**config.mk**
```make
export PLATFORM = sky130hd
export DESIGN_NAME = ilk_rx_avalon_top
export DESIGN_NICKNAME = d
export VERILOG_FILES = /design/src/ilk_avl_pkg.sv /design/src/ilk_eop_decoder.sv /design/src/avl_frame_check.sv /design/src/ilk_rx_stats.sv /design/src/ilk_rx_avalon_top.sv
export SDC_FILE = /design/constraint.sdc
export NUM_CORES = 1
export LEC_CHECK = 0
export BUFFER_PORTS_ARGS = -buffer_cell sky130_fd_sc_hd__clkbuf_2
export CORE_AREA = 2 2 157 159
export CTS_BUF_LIST = sky130_fd_sc_hd__clkbuf_4 sky130_fd_sc_hd__clkbuf_8 sky130_fd_sc_hd__clkbuf_16
export CTS_CLUSTER_SIZE = 40
export DETAILED_ROUTE_END_ITERATION = 10
export DIE_AREA = 0 0 159 161
export PLACE_DENSITY = 0.78
export SLEW_MARGIN = 10
export SYNTH_ARGS = -nofsm -noshare
export SYNTH_HDL_FRONTEND = slang
export SYNTH_SLANG_ARGS = --single-unit
```
**constraint.sdc**
```tcl
create_clock -name clk -period 5.8 [get_ports clk]
set_input_delay 1.16 -clock clk [delete_from_list [all_inputs] [get_ports clk]]
set_output_delay 1.16 -clock clk [all_outputs]
set_load 0.005 [all_outputs]
```
**src/ilk_avl_pkg.sv**
```systemverilog
// shared typedefs, end-of-packet code constants and framing state enum
package ilk_avl_pkg;

   // interlaken end-of-packet code as carried next to each beat
   typedef logic [3:0] eopbits_t;

   // statistics counter, wraps at 2^32
   typedef logic [31:0] count_t;

   // packet continues, no end in this beat
   localparam eopbits_t EOP_NONE = 4'b0000;

   // end of packet, packet is bad
   localparam eopbits_t EOP_ERR  = 4'b0001;

   // end of packet, low three bits give bytes valid in last word (0 = all 8)
   localparam eopbits_t EOP_FLAG = 4'b1000;

   // bytes per 64-bit word, used for the empty count
   localparam int unsigned BYTES_PER_WORD = 8;

   // framing stage state
   typedef enum logic {
      FRAME_IDLE,   // waiting for sop
      FRAME_IN_PKT  // between sop and eop
   } frame_state_t;

endpackage

```
**src/ilk_eop_decoder.sv**
```systemverilog
// ilk_eop_decoder: word count and eop code to avalon valid, eop, empty and error
module ilk_eop_decoder #(
   parameter int WORDS     = 2,
   parameter int LOG_WORDS = 2   // wide enough to hold WORDS
) (
   input  logic                       ilk_valid,
   input  logic [LOG_WORDS-1:0]       ilk_num_valid,  // number of valid 64-bit words
   input  ilk_avl_pkg::eopbits_t      ilk_eopbits,    // eop, empty and error encoded here
   output logic                       dec_valid,
   output logic                       dec_eop,
   output logic                       dec_error,
   output logic [LOG_WORDS+1:0]       dec_empty       // empty bytes in the whole beat
);

   localparam int EMPTY_W = LOG_WORDS + 2;

   // word count of a full beat, at the width of the empty field
   localparam logic [EMPTY_W-1:0] WORDS_E = EMPTY_W'(WORDS);

   logic [EMPTY_W-1:0] count_e;     // zero-extended word count
   logic               count_ok;    // count between 1 and WORDS
   logic [EMPTY_W-1:0] base_empty;  // bytes of the unused words
   logic [EMPTY_W-1:0] tail_empty;  // unused bytes in the last valid word
   logic [2:0]         last_bytes;  // low bits of a flagged code
   logic               eop_flagged; // flag bit set in the code

   assign count_e     = {2'b00, ilk_num_valid};
   assign count_ok    = (ilk_num_valid != '0) && (count_e <= WORDS_E);
   assign last_bytes  = ilk_eopbits[2:0];
   assign eop_flagged = (ilk_eopbits & ilk_avl_pkg::EOP_FLAG) != '0;

   // (WORDS - count) * bytes per word, shifted since a word has 8 bytes
   assign base_empty = (WORDS_E - count_e) << 3;

   // 0 in the low bits means the last word is full
   always_comb begin
      if (last_bytes == 3'd0) begin
         tail_empty = '0;
      end else begin
         tail_empty = EMPTY_W'(ilk_avl_pkg::BYTES_PER_WORD - int'(last_bytes));
      end
   end

   always_comb begin
      // idle or malformed count: everything low
      dec_valid = 1'b0;
      dec_eop   = 1'b0;
      dec_error = 1'b0;
      dec_empty = '0;
      if (ilk_valid && count_ok) begin
         dec_valid = 1'b1;
         if (ilk_eopbits == ilk_avl_pkg::EOP_NONE) begin
            dec_empty = base_empty;                // mid-packet beat, unused words only
         end else if (ilk_eopbits == ilk_avl_pkg::EOP_ERR) begin
            dec_eop   = 1'b1;                      // errored end, empty meaningless
            dec_error = 1'b1;
         end else if (eop_flagged) begin
            dec_eop   = 1'b1;                      // good end of packet
            dec_empty = base_empty + tail_empty;
         end else begin
            // codes 2..7 are undefined, close the packet as bad
            dec_eop   = 1'b1;
            dec_error = 1'b1;
         end
      end
   end

endmodule

```
**src/avl_frame_check.sv**
```systemverilog
// avl_frame_check: registered avalon output stage with orphan drop and restart detect
module avl_frame_check #(
   parameter int WORDS     = 2,
   parameter int LOG_WORDS = 2
) (
   input  logic                 clk,
   input  logic                 arst_n,
   input  logic                 dec_valid,
   input  logic                 dec_eop,
   input  logic                 dec_error,
   input  logic [LOG_WORDS+1:0] dec_empty,
   input  logic                 ilk_sop,
   input  logic [WORDS*64-1:0]  ilk_data,
   output logic [WORDS*64-1:0]  avl_data,
   output logic                 avl_sop,
   output logic                 avl_eop,
   output logic                 avl_valid,
   output logic                 avl_error,
   output logic [LOG_WORDS+1:0] avl_empty,
   output logic                 drop_pulse,   // orphan beat discarded
   output logic                 trunc_pulse   // sop seen inside an open packet
);

   ilk_avl_pkg::frame_state_t state_q;
   ilk_avl_pkg::frame_state_t state_d;

   logic in_pkt;    // current state is FRAME_IN_PKT
   logic accept;    // beat goes to the avalon side
   logic orphan;    // valid beat with no packet open
   logic restart;   // new sop before the previous eop

   assign in_pkt  = (state_q == ilk_avl_pkg::FRAME_IN_PKT);
   assign accept  = dec_valid && (in_pkt || ilk_sop);
   assign orphan  = dec_valid && !in_pkt && !ilk_sop;
   assign restart = dec_valid && in_pkt && ilk_sop;

   // next state only moves on beats that are passed on
   always_comb begin
      state_d = state_q;
      if (accept) begin
         if (dec_eop) begin
            state_d = ilk_avl_pkg::FRAME_IDLE;     // single-beat packets land here too
         end else begin
            state_d = ilk_avl_pkg::FRAME_IN_PKT;
         end
      end
   end

   // control and strobes
   always_ff @(posedge clk or negedge arst_n) begin
      if (!arst_n) begin
         state_q     <= ilk_avl_pkg::FRAME_IDLE;
         avl_valid   <= 1'b0;
         avl_sop     <= 1'b0;
         avl_eop     <= 1'b0;
         avl_error   <= 1'b0;
         drop_pulse  <= 1'b0;
         trunc_pulse <= 1'b0;
      end else begin
         state_q     <= state_d;
         avl_valid   <= accept;
         avl_sop     <= accept && ilk_sop;    // qualified, low between beats
         avl_eop     <= accept && dec_eop;
         avl_error   <= accept && dec_error;
         drop_pulse  <= orphan;
         trunc_pulse <= restart;              // the restarted beat still passes
      end
   end

   // payload, held between beats
   always_ff @(posedge clk) begin
      if (accept) begin
         avl_data  <= ilk_data;
         avl_empty <= dec_empty;
      end
   end

endmodule

```
**src/ilk_rx_stats.sv**
```systemverilog
// ilk_rx_stats: packet, errored packet, dropped beat and truncation counters
module ilk_rx_stats (
   input  logic                clk,
   input  logic                arst_n,
   input  logic                avl_valid,
   input  logic                avl_eop,
   input  logic                avl_error,
   input  logic                drop_pulse,
   input  logic                trunc_pulse,
   output ilk_avl_pkg::count_t pkt_count,    // packets closed on the avalon side
   output ilk_avl_pkg::count_t err_count,    // of those, closed with error
   output ilk_avl_pkg::count_t drop_count,   // orphan beats thrown away
   output ilk_avl_pkg::count_t trunc_count   // packets cut short by a new sop
);

   logic pkt_end;   // eop beat leaving the framing stage
   logic pkt_bad;   // same beat flagged bad

   assign pkt_end = avl_valid && avl_eop;
   assign pkt_bad = pkt_end && avl_error;

   // all counters wrap silently
   always_ff @(posedge clk or negedge arst_n) begin
      if (!arst_n) begin
         pkt_count   <= '0;
         err_count   <= '0;
         drop_count  <= '0;
         trunc_count <= '0;
      end else begin
         if (pkt_end) begin
            pkt_count <= pkt_count + 1'b1;
         end
         if (pkt_bad) begin
            err_count <= err_count + 1'b1;
         end
         if (drop_pulse) begin
            drop_count <= drop_count + 1'b1;
         end
         if (trunc_pulse) begin
            trunc_count <= trunc_count + 1'b1;   // one per restart
         end
      end
   end

endmodule

```
**src/ilk_rx_avalon_top.sv**
```systemverilog
// ilk_rx_avalon_top: interlaken rx to avalon-st bridge with framing and statistics
module ilk_rx_avalon_top #(
   parameter int WORDS     = 2,
   parameter int LOG_WORDS = 2
) (
   input  logic                  clk,
   input  logic                  arst_n,
   // interlaken side
   input  logic                  ilk_valid,
   input  logic [WORDS*64-1:0]   ilk_data,
   input  logic [LOG_WORDS-1:0]  ilk_num_valid,
   input  logic                  ilk_sop,
   input  ilk_avl_pkg::eopbits_t ilk_eopbits,
   // avalon side, no ready
   output logic [WORDS*64-1:0]   avl_data,
   output logic                  avl_sop,
   output logic                  avl_eop,
   output logic                  avl_valid,
   output logic [LOG_WORDS+1:0]  avl_empty,
   output logic                  avl_error,
   // statistics
   output ilk_avl_pkg::count_t   pkt_count,
   output ilk_avl_pkg::count_t   err_count,
   output ilk_avl_pkg::count_t   drop_count,
   output ilk_avl_pkg::count_t   trunc_count
);

   logic                 dec_valid;
   logic                 dec_eop;
   logic                 dec_error;
   logic [LOG_WORDS+1:0] dec_empty;
   logic                 drop_pulse;
   logic                 trunc_pulse;

   ilk_eop_decoder #(.WORDS(WORDS), .LOG_WORDS(LOG_WORDS)) decoder_i (
      .ilk_valid     (ilk_valid),
      .ilk_num_valid (ilk_num_valid),
      .ilk_eopbits   (ilk_eopbits),
      .dec_valid     (dec_valid),
      .dec_eop       (dec_eop),
      .dec_error     (dec_error),
      .dec_empty     (dec_empty)
   );

   avl_frame_check #(.WORDS(WORDS), .LOG_WORDS(LOG_WORDS)) frame_i (
      .clk         (clk),
      .arst_n      (arst_n),
      .dec_valid   (dec_valid),
      .dec_eop     (dec_eop),
      .dec_error   (dec_error),
      .dec_empty   (dec_empty),
      .ilk_sop     (ilk_sop),       // sop and data bypass the decoder
      .ilk_data    (ilk_data),
      .avl_data    (avl_data),
      .avl_sop     (avl_sop),
      .avl_eop     (avl_eop),
      .avl_valid   (avl_valid),
      .avl_error   (avl_error),
      .avl_empty   (avl_empty),
      .drop_pulse  (drop_pulse),
      .trunc_pulse (trunc_pulse)
   );

   ilk_rx_stats stats_i (
      .clk         (clk),
      .arst_n      (arst_n),
      .avl_valid   (avl_valid),
      .avl_eop     (avl_eop),
      .avl_error   (avl_error),
      .drop_pulse  (drop_pulse),
      .trunc_pulse (trunc_pulse),
      .pkt_count   (pkt_count),
      .err_count   (err_count),
      .drop_count  (drop_count),
      .trunc_count (trunc_count)
   );

endmodule

```
Yosys cells after proc, flatten, opt, wreduce, memory -nomap -nowiden
Index checks and enable logic that the tools add are counted.
{"block": "op_classes", "shift": 0, "n_lt_le_gt_ge": 1, "mul": 0, "div_mod_pow": 0, "n_eq_ne": 1, "n_bitwise": 2, "reduce_logical": 19, "muxes": 12, "n_addsub": 7}
{"cell": "$add 32x1->32 const B", "n": 4}
{"cell": "$mux 4", "n": 4}
{"cell": "$logic_and 1x1->1", "n": 12}
{"cell": "$mux 1", "n": 8}
{"cell": "$add 4x4->4", "n": 1}
{"cell": "$eq 4x1->1 const B", "n": 1}
{"cell": "$logic_not 4->1", "n": 1}
{"cell": "$reduce_or 4->1", "n": 1}
{"cell": "$sub 4x3->4 const A", "n": 1}
{"cell": "$logic_not 3->1", "n": 1}
{"cell": "$le 2x2->1 const B", "n": 1}
{"cell": "$logic_not 1->1", "n": 2}
{"cell": "$not 1->1", "n": 2}
{"cell": "$reduce_bool 2->1", "n": 1}
{"cell": "$logic_or 1x1->1", "n": 1}
{"cell": "$sub 1x1->1 const A", "n": 1}
{"block": "word_totals", "ram_bits": 0, "out_inout_bits": 264, "romBits": 0, "latch_bits": 0, "memories": 0, "reg_bits": 267, "input_bits": 138}

Longest topological paths before layout
{"block": "logic_depth", "depth_word": 6, "mapped_depth": 6, "ltp_nobuf": 6}

By module
A second synthesis with hierarchy kept.
{"block": "unflattened", "hier_cells": 672, "hier_area_um2": 10103.4}
{"module": "ilk_rx_stats", "cells_per_inst": 502, "instances": 1, "area_each_um2": 5750.5}
{"module": "avl_frame_check", "cells_per_inst": 148, "instances": 1, "area_each_um2": 4199.0}
{"module": "ilk_eop_decoder", "cells_per_inst": 22, "instances": 1, "area_each_um2": 153.9}

Worst setup path after synthesis
Ideal clock, no wire load.
{"block": "synth_timing", "path_type": "input-to-reg", "start": "input port ilk_num_valid[0]", "end": "register frame_i.avl_data[0], enable pin", "slack_ns": 1.083, "n_path_buf": 0, "arrival_time_ns": 4.232, "setup_time_ns": 0.485, "required_time_ns": 5.315, "path_stages": 4, "cell_sequence": "xor2_1 and2_1 o21ai_0 inv_1"}
{"block": "synth_via", "elab_chain_len": 5, "elab_cells_between_ends": 6, "classes_between": "order compare (1); mux (1); reduce/logical (4)"}
{"item": "start, declared", "line": "ilk_rx_avalon_top.sv:11", "source": "input logic [LOG_WORDS-1:0] ilk_num_valid,"}
{"item": "$le 2x2->1 or $reduce_bool 2->1 (tied branches)", "line": "ilk_eop_decoder.sv:28", "source": "assign count_ok = (ilk_num_valid != '0) && (count_e <= WORDS_E);"}
{"item": "$logic_and 1x1->1 *", "line": "ilk_eop_decoder.sv:28"}
{"item": "$logic_and 1x1->1 *", "line": "ilk_eop_decoder.sv:50", "source": "if (ilk_valid && count_ok) begin"}
{"item": "$mux 1 *", "line": "ilk_eop_decoder.sv:50"}
{"item": "$logic_and 1x1->1 *", "line": "avl_frame_check.sv:33", "source": "assign accept = dec_valid && (in_pkt || ilk_sop);"}
{"item": "named net frame_i.accept", "line": "avl_frame_check.sv:28", "source": "logic accept;"}
{"item": "end signal, assigned", "line": "avl_frame_check.sv:73", "source": "avl_data <= ilk_data;"}
{"item": "end, declared", "line": "avl_frame_check.sv:14", "source": "output logic [WORDS*64-1:0] avl_data,"}
The timed path passes the listed nets; every way through them passes the cells marked *.
A chain may end at the register's enable or synchronous reset.

Worst setup path in the final report
{"block": "layout_timing", "start": "input port ilk_num_valid[0]", "end": "register frame_i.avl_data[123], enable pin"}
Same word-level chain as after synthesis.

==> impl_results.md <==
* Post-CTS Setup Bufs at 0
* Min-delay src: stats_i.trunc_count[31]
* DR iter-0 viols at between 400 and 500
* Post-synth top area share at a little under two fifths
* Net Sw Frac at 22.3%
* PD cells at approximately 310 mW/mm2
* Synth top cells by count: dfrtp_1 (135), edfxtp_1 (132), xor2_1 (75)
* CTS resizes at 0
* Global-route wire length before repair at 43.2 mm
* Gpl congestion at between 0.8 and 0.9
* Post-detail-place hpwl at 21.0 mm
* Post-route setup TNS at 0 ns
* CP Cell Sequence: clkbuf_2 -> xor2_1 -> and2_1 -> o21ai_0 -> inv_6 -> buf_4
* Crit path capture type: register
* Yosys warnings at 0
* Rows at 57
* Post-route DRC at 0
* Gr usage total at a little over a fifth
* Syn Std Cell Area at about 0.010 mm2
* # port buffers at around 400
* Combinational fraction of design power at under 10%
* Routed vias at ~7,500
* Critical Path RT at around 6 ns
* Netlist cell types at 40
* WL final at about 28 mm
* CTS tree: done
* Endpoint of the worst hold path: stats_i.trunc_count[31]
* Post-synth top flop: dfrtp_1
* Crit-path max FO at approximately 110
* Synth area leaders: edfxtp_1 (38%), dfrtp_1 (32%), xor2_1 (6.3%), xnor2_1 (4.2%), and4_1 (1.9%)
* Clock H-tree levels at 1
* Slowest CP cell: inv_6
* Vias/cell at ~5
* Largest stage delay on the critical path at ~0.7 ns
* Post-layout minimum cycle time at approximately 3.1 ns
* Largest net degree at the start of global routing at between 100 and 150
* Peak VDD IR at 259 uV
* Max Slew Vio Count at 0
* Vias in the first global route at ~7,400
* NetSw at slightly below 1 mW
* Routed WL per cell at 19.2 um
* Power Total at about 4.4 mW
* Leakage at 6.66 nW
* Layout area overhead at 32.9%
* Layout cells sized above 1 at a little over two fifths
* Hold Vio Cnt, Final at 0
* Cell count after synthesis at 698
* Clock transition at path regs at roughly 0.060 ns
* CORE AREA at between 0.02 and 0.025 mm2
* Syn_area_per_cell at 14.9 um2
* Crit path DAT at approximately 3.3 ns
* RSZ-0062 raised after global routing: no
* WHS Path Cells at 1
* Root buf cell: clkbuf_16
* Chip Width at around 160 um
* # nets final at 1,267
* Reg2reg end: frame_i.avl_data[123]
* Relative slew margins at between 30% and 40%
* Post-synth EDFFs at 132
* Boundary pin count at 402
* Die ar. at around 0.026 mm2
* Sequential Power Share at between 40 and 50%
* Clk_lat worst skew at ~0.54 ns
* Sequential share of the synthesized area at between 70% and 80%
* Placed Instance Area at 0.0128 mm2
* DRT Pass-1 Iters at 5
* # setup viols final at 0
* Num CTS Buffers at 30
* Total nets after synthesis at 842
* Initial antenna violation count at 6
* Total grt overflow at 0
* Hold Path Class: reg -> reg
* Async SR Flop Fraction at ~50%
* Startpoint of the worst-slack reg-to-reg timing path: frame_i.in_pkt
* Worst slew pin tran at roughly 0.99 ns
* Hold buffers post-CTS at 0
* Status: finished clean
* Critical Path Source Type: input pin
* Clk buf depth at 3
* Clock Sinks at roughly 270
* Routed Antenna Nets at 0
* Starting Density at ~43%
* Internal reg-to-reg setup slack at about 3.6 ns
* F_max at approximately 320 MHz
* Yosys reg bits at 267
* Cell count of the worst reg-to-reg path at 3
* Fin area at approximately 0.014 mm2
* Crit Path Category: in -> reg
* Period utilisation layout at a little over half
* MaxCap Viol Count at 0
* Top-count cell post-synth: dfrtp_1
* Internal power at 3.39 mW
* Clock network fraction of design power at 44.4%
* Die height at 161 um
* Clk_skew at 0.00765 ns
* Largest area contributor in the netlist: edfxtp_1
-- worst max path at each step --
stage                           from                     to
floorplan           ilk_num_valid[0]    frame_i.avl_data[0]
global placement    ilk_num_valid[0]   frame_i.avl_data[49]
detailed placement  ilk_num_valid[0]   frame_i.avl_data[56]
CTS                 ilk_num_valid[0]   frame_i.avl_data[56]
global route        ilk_num_valid[0]   frame_i.avl_data[36]
finish              ilk_num_valid[0]  frame_i.avl_data[123]
-- layout make-up --
| type | instances | area [um2] |
|---|---|---|
| Fill cell | 1951 | 10100 |
| Sequential cell | 267 | 7340 |
| Multi-Input combinational cell | 401 | 2950 |
| Timing Repair Buffer | 403 | 2030 |
| Clock buffer | 38 | 853 |
| Tap cell | 324 | 405 |
| Clock inverter | 18 | 185 |
| Inverter | 20 | 80.1 |
| Antenna cell | 2 | 5.00 |
-- logic make-up after synthesis --
group,share of synthesized area [%]
multiplexers,0.432
buffers and inverters,1.25
AND/OR/NAND/NOR,16.3
XOR/XNOR,10.5
adder cells (fa/ha/maj),0.720
AO/OA/AOI/OAI,0.336
flip-flops,70.5
-- metrics by stage --
stage / hold slack, ns / cells / utilization (%) / setup slack, ns
floorplan: 0.437 / 698 / - / 1.08
global placement: 0.457 / 1415 / 53.4 / 2.26
detailed placement: 0.457 / 1415 / 53.4 / 2.15
CTS: 0.469 / 1471 / 57.8 / 2.73
global route: 0.491 / 1471 / 57.8 / 2.55
finish: 0.471 / 1473 / 57.8 / 2.69
-- state kept, by name, indices dropped and copies added, names as in the netlist --
register             flops
frame_i.avl_sop          1
frame_i.avl_data       128
stats_i.drop_count      32
frame_i.avl_empty        4
frame_i.drop_pulse       1
frame_i.avl_valid        1
stats_i.trunc_count     32
frame_i.trunc_pulse      1
frame_i.in_pkt           1
frame_i.avl_eop          1
frame_i.avl_error        1
stats_i.err_count       32
stats_i.pkt_count       32
-- power groups by stage --
stage               registers [mW]  logic (mW)  clock network (mW)
global placement              2.19       0.258                   0
floorplan                     2.20      0.0709                   0
detailed placement            2.20       0.266                   0
CTS                           2.16       0.267                1.98
global route                  2.17       0.287                2.05
finish                        2.16       0.261                1.93
-- layer usage --
| layer | up-vias | track usage, % | share of wire [%] |
|---|---|---|---|
| met3 | 49 | 6.68 | 8.7 |
| li1 | 3400 | - | - |
| met2 | 322 | 33.9 | 47 |
| met5 | - | 0 | 0.20 |
| met1 | 3763 | 29.6 | 42 |
| met4 | 8 | 5.00 | 2.1 |
-- critical path, delay by kind of cell --
kind | cells | cell delay, ns
buf+inv | 3 | 1.28
simple gates | 1 | 0.24
compound gates | 1 | 0.25
xor+xnor | 1 | 0.27
-- placed cells by master (no fill, tap or decap), types with 2 or more instances in the layout --
master / synthesis / routed
clkbuf_2: 0 / 400
dfrtp_1: 135 / 135
edfxtp_1: 132 / 132
xor2_1: 75 / 75
xnor2_1: 50 / 50
nand2_1: 46 / 46
nor3_1: 33 / 33
nand3_1: 32 / 32
clkbuf_16: 0 / 31
nand4_1: 26 / 26
and4_1: 23 / 23
inv_1: 20 / 19
and3_1: 19 / 19
and2_1: 15 / 15
nor4_1: 14 / 14
nor2_1: 12 / 12
nor4_2: 11 / 11
ha_1: 6 / 6
clkinv_2: 0 / 5
nor3b_1: 4 / 4
mux2_2: 4 / 4
nor3_2: 4 / 4
clkbuf_8: 0 / 4
clkinv_4: 0 / 4
and4_4: 3 / 3
nand4_2: 3 / 3
nand4_4: 3 / 3
nor4_4: 3 / 3
clkbuf_4: 0 / 3
bufinv_16: 0 / 3
clkinv_1: 0 / 3
diode_2: 0 / 2
inv_6: 0 / 2
nand3_2: 2 / 2
nand2_2: 2 / 2
clkinvlp_4: 0 / 2
buf_4: 1 / 2
(Power assumes the default switching activity.)
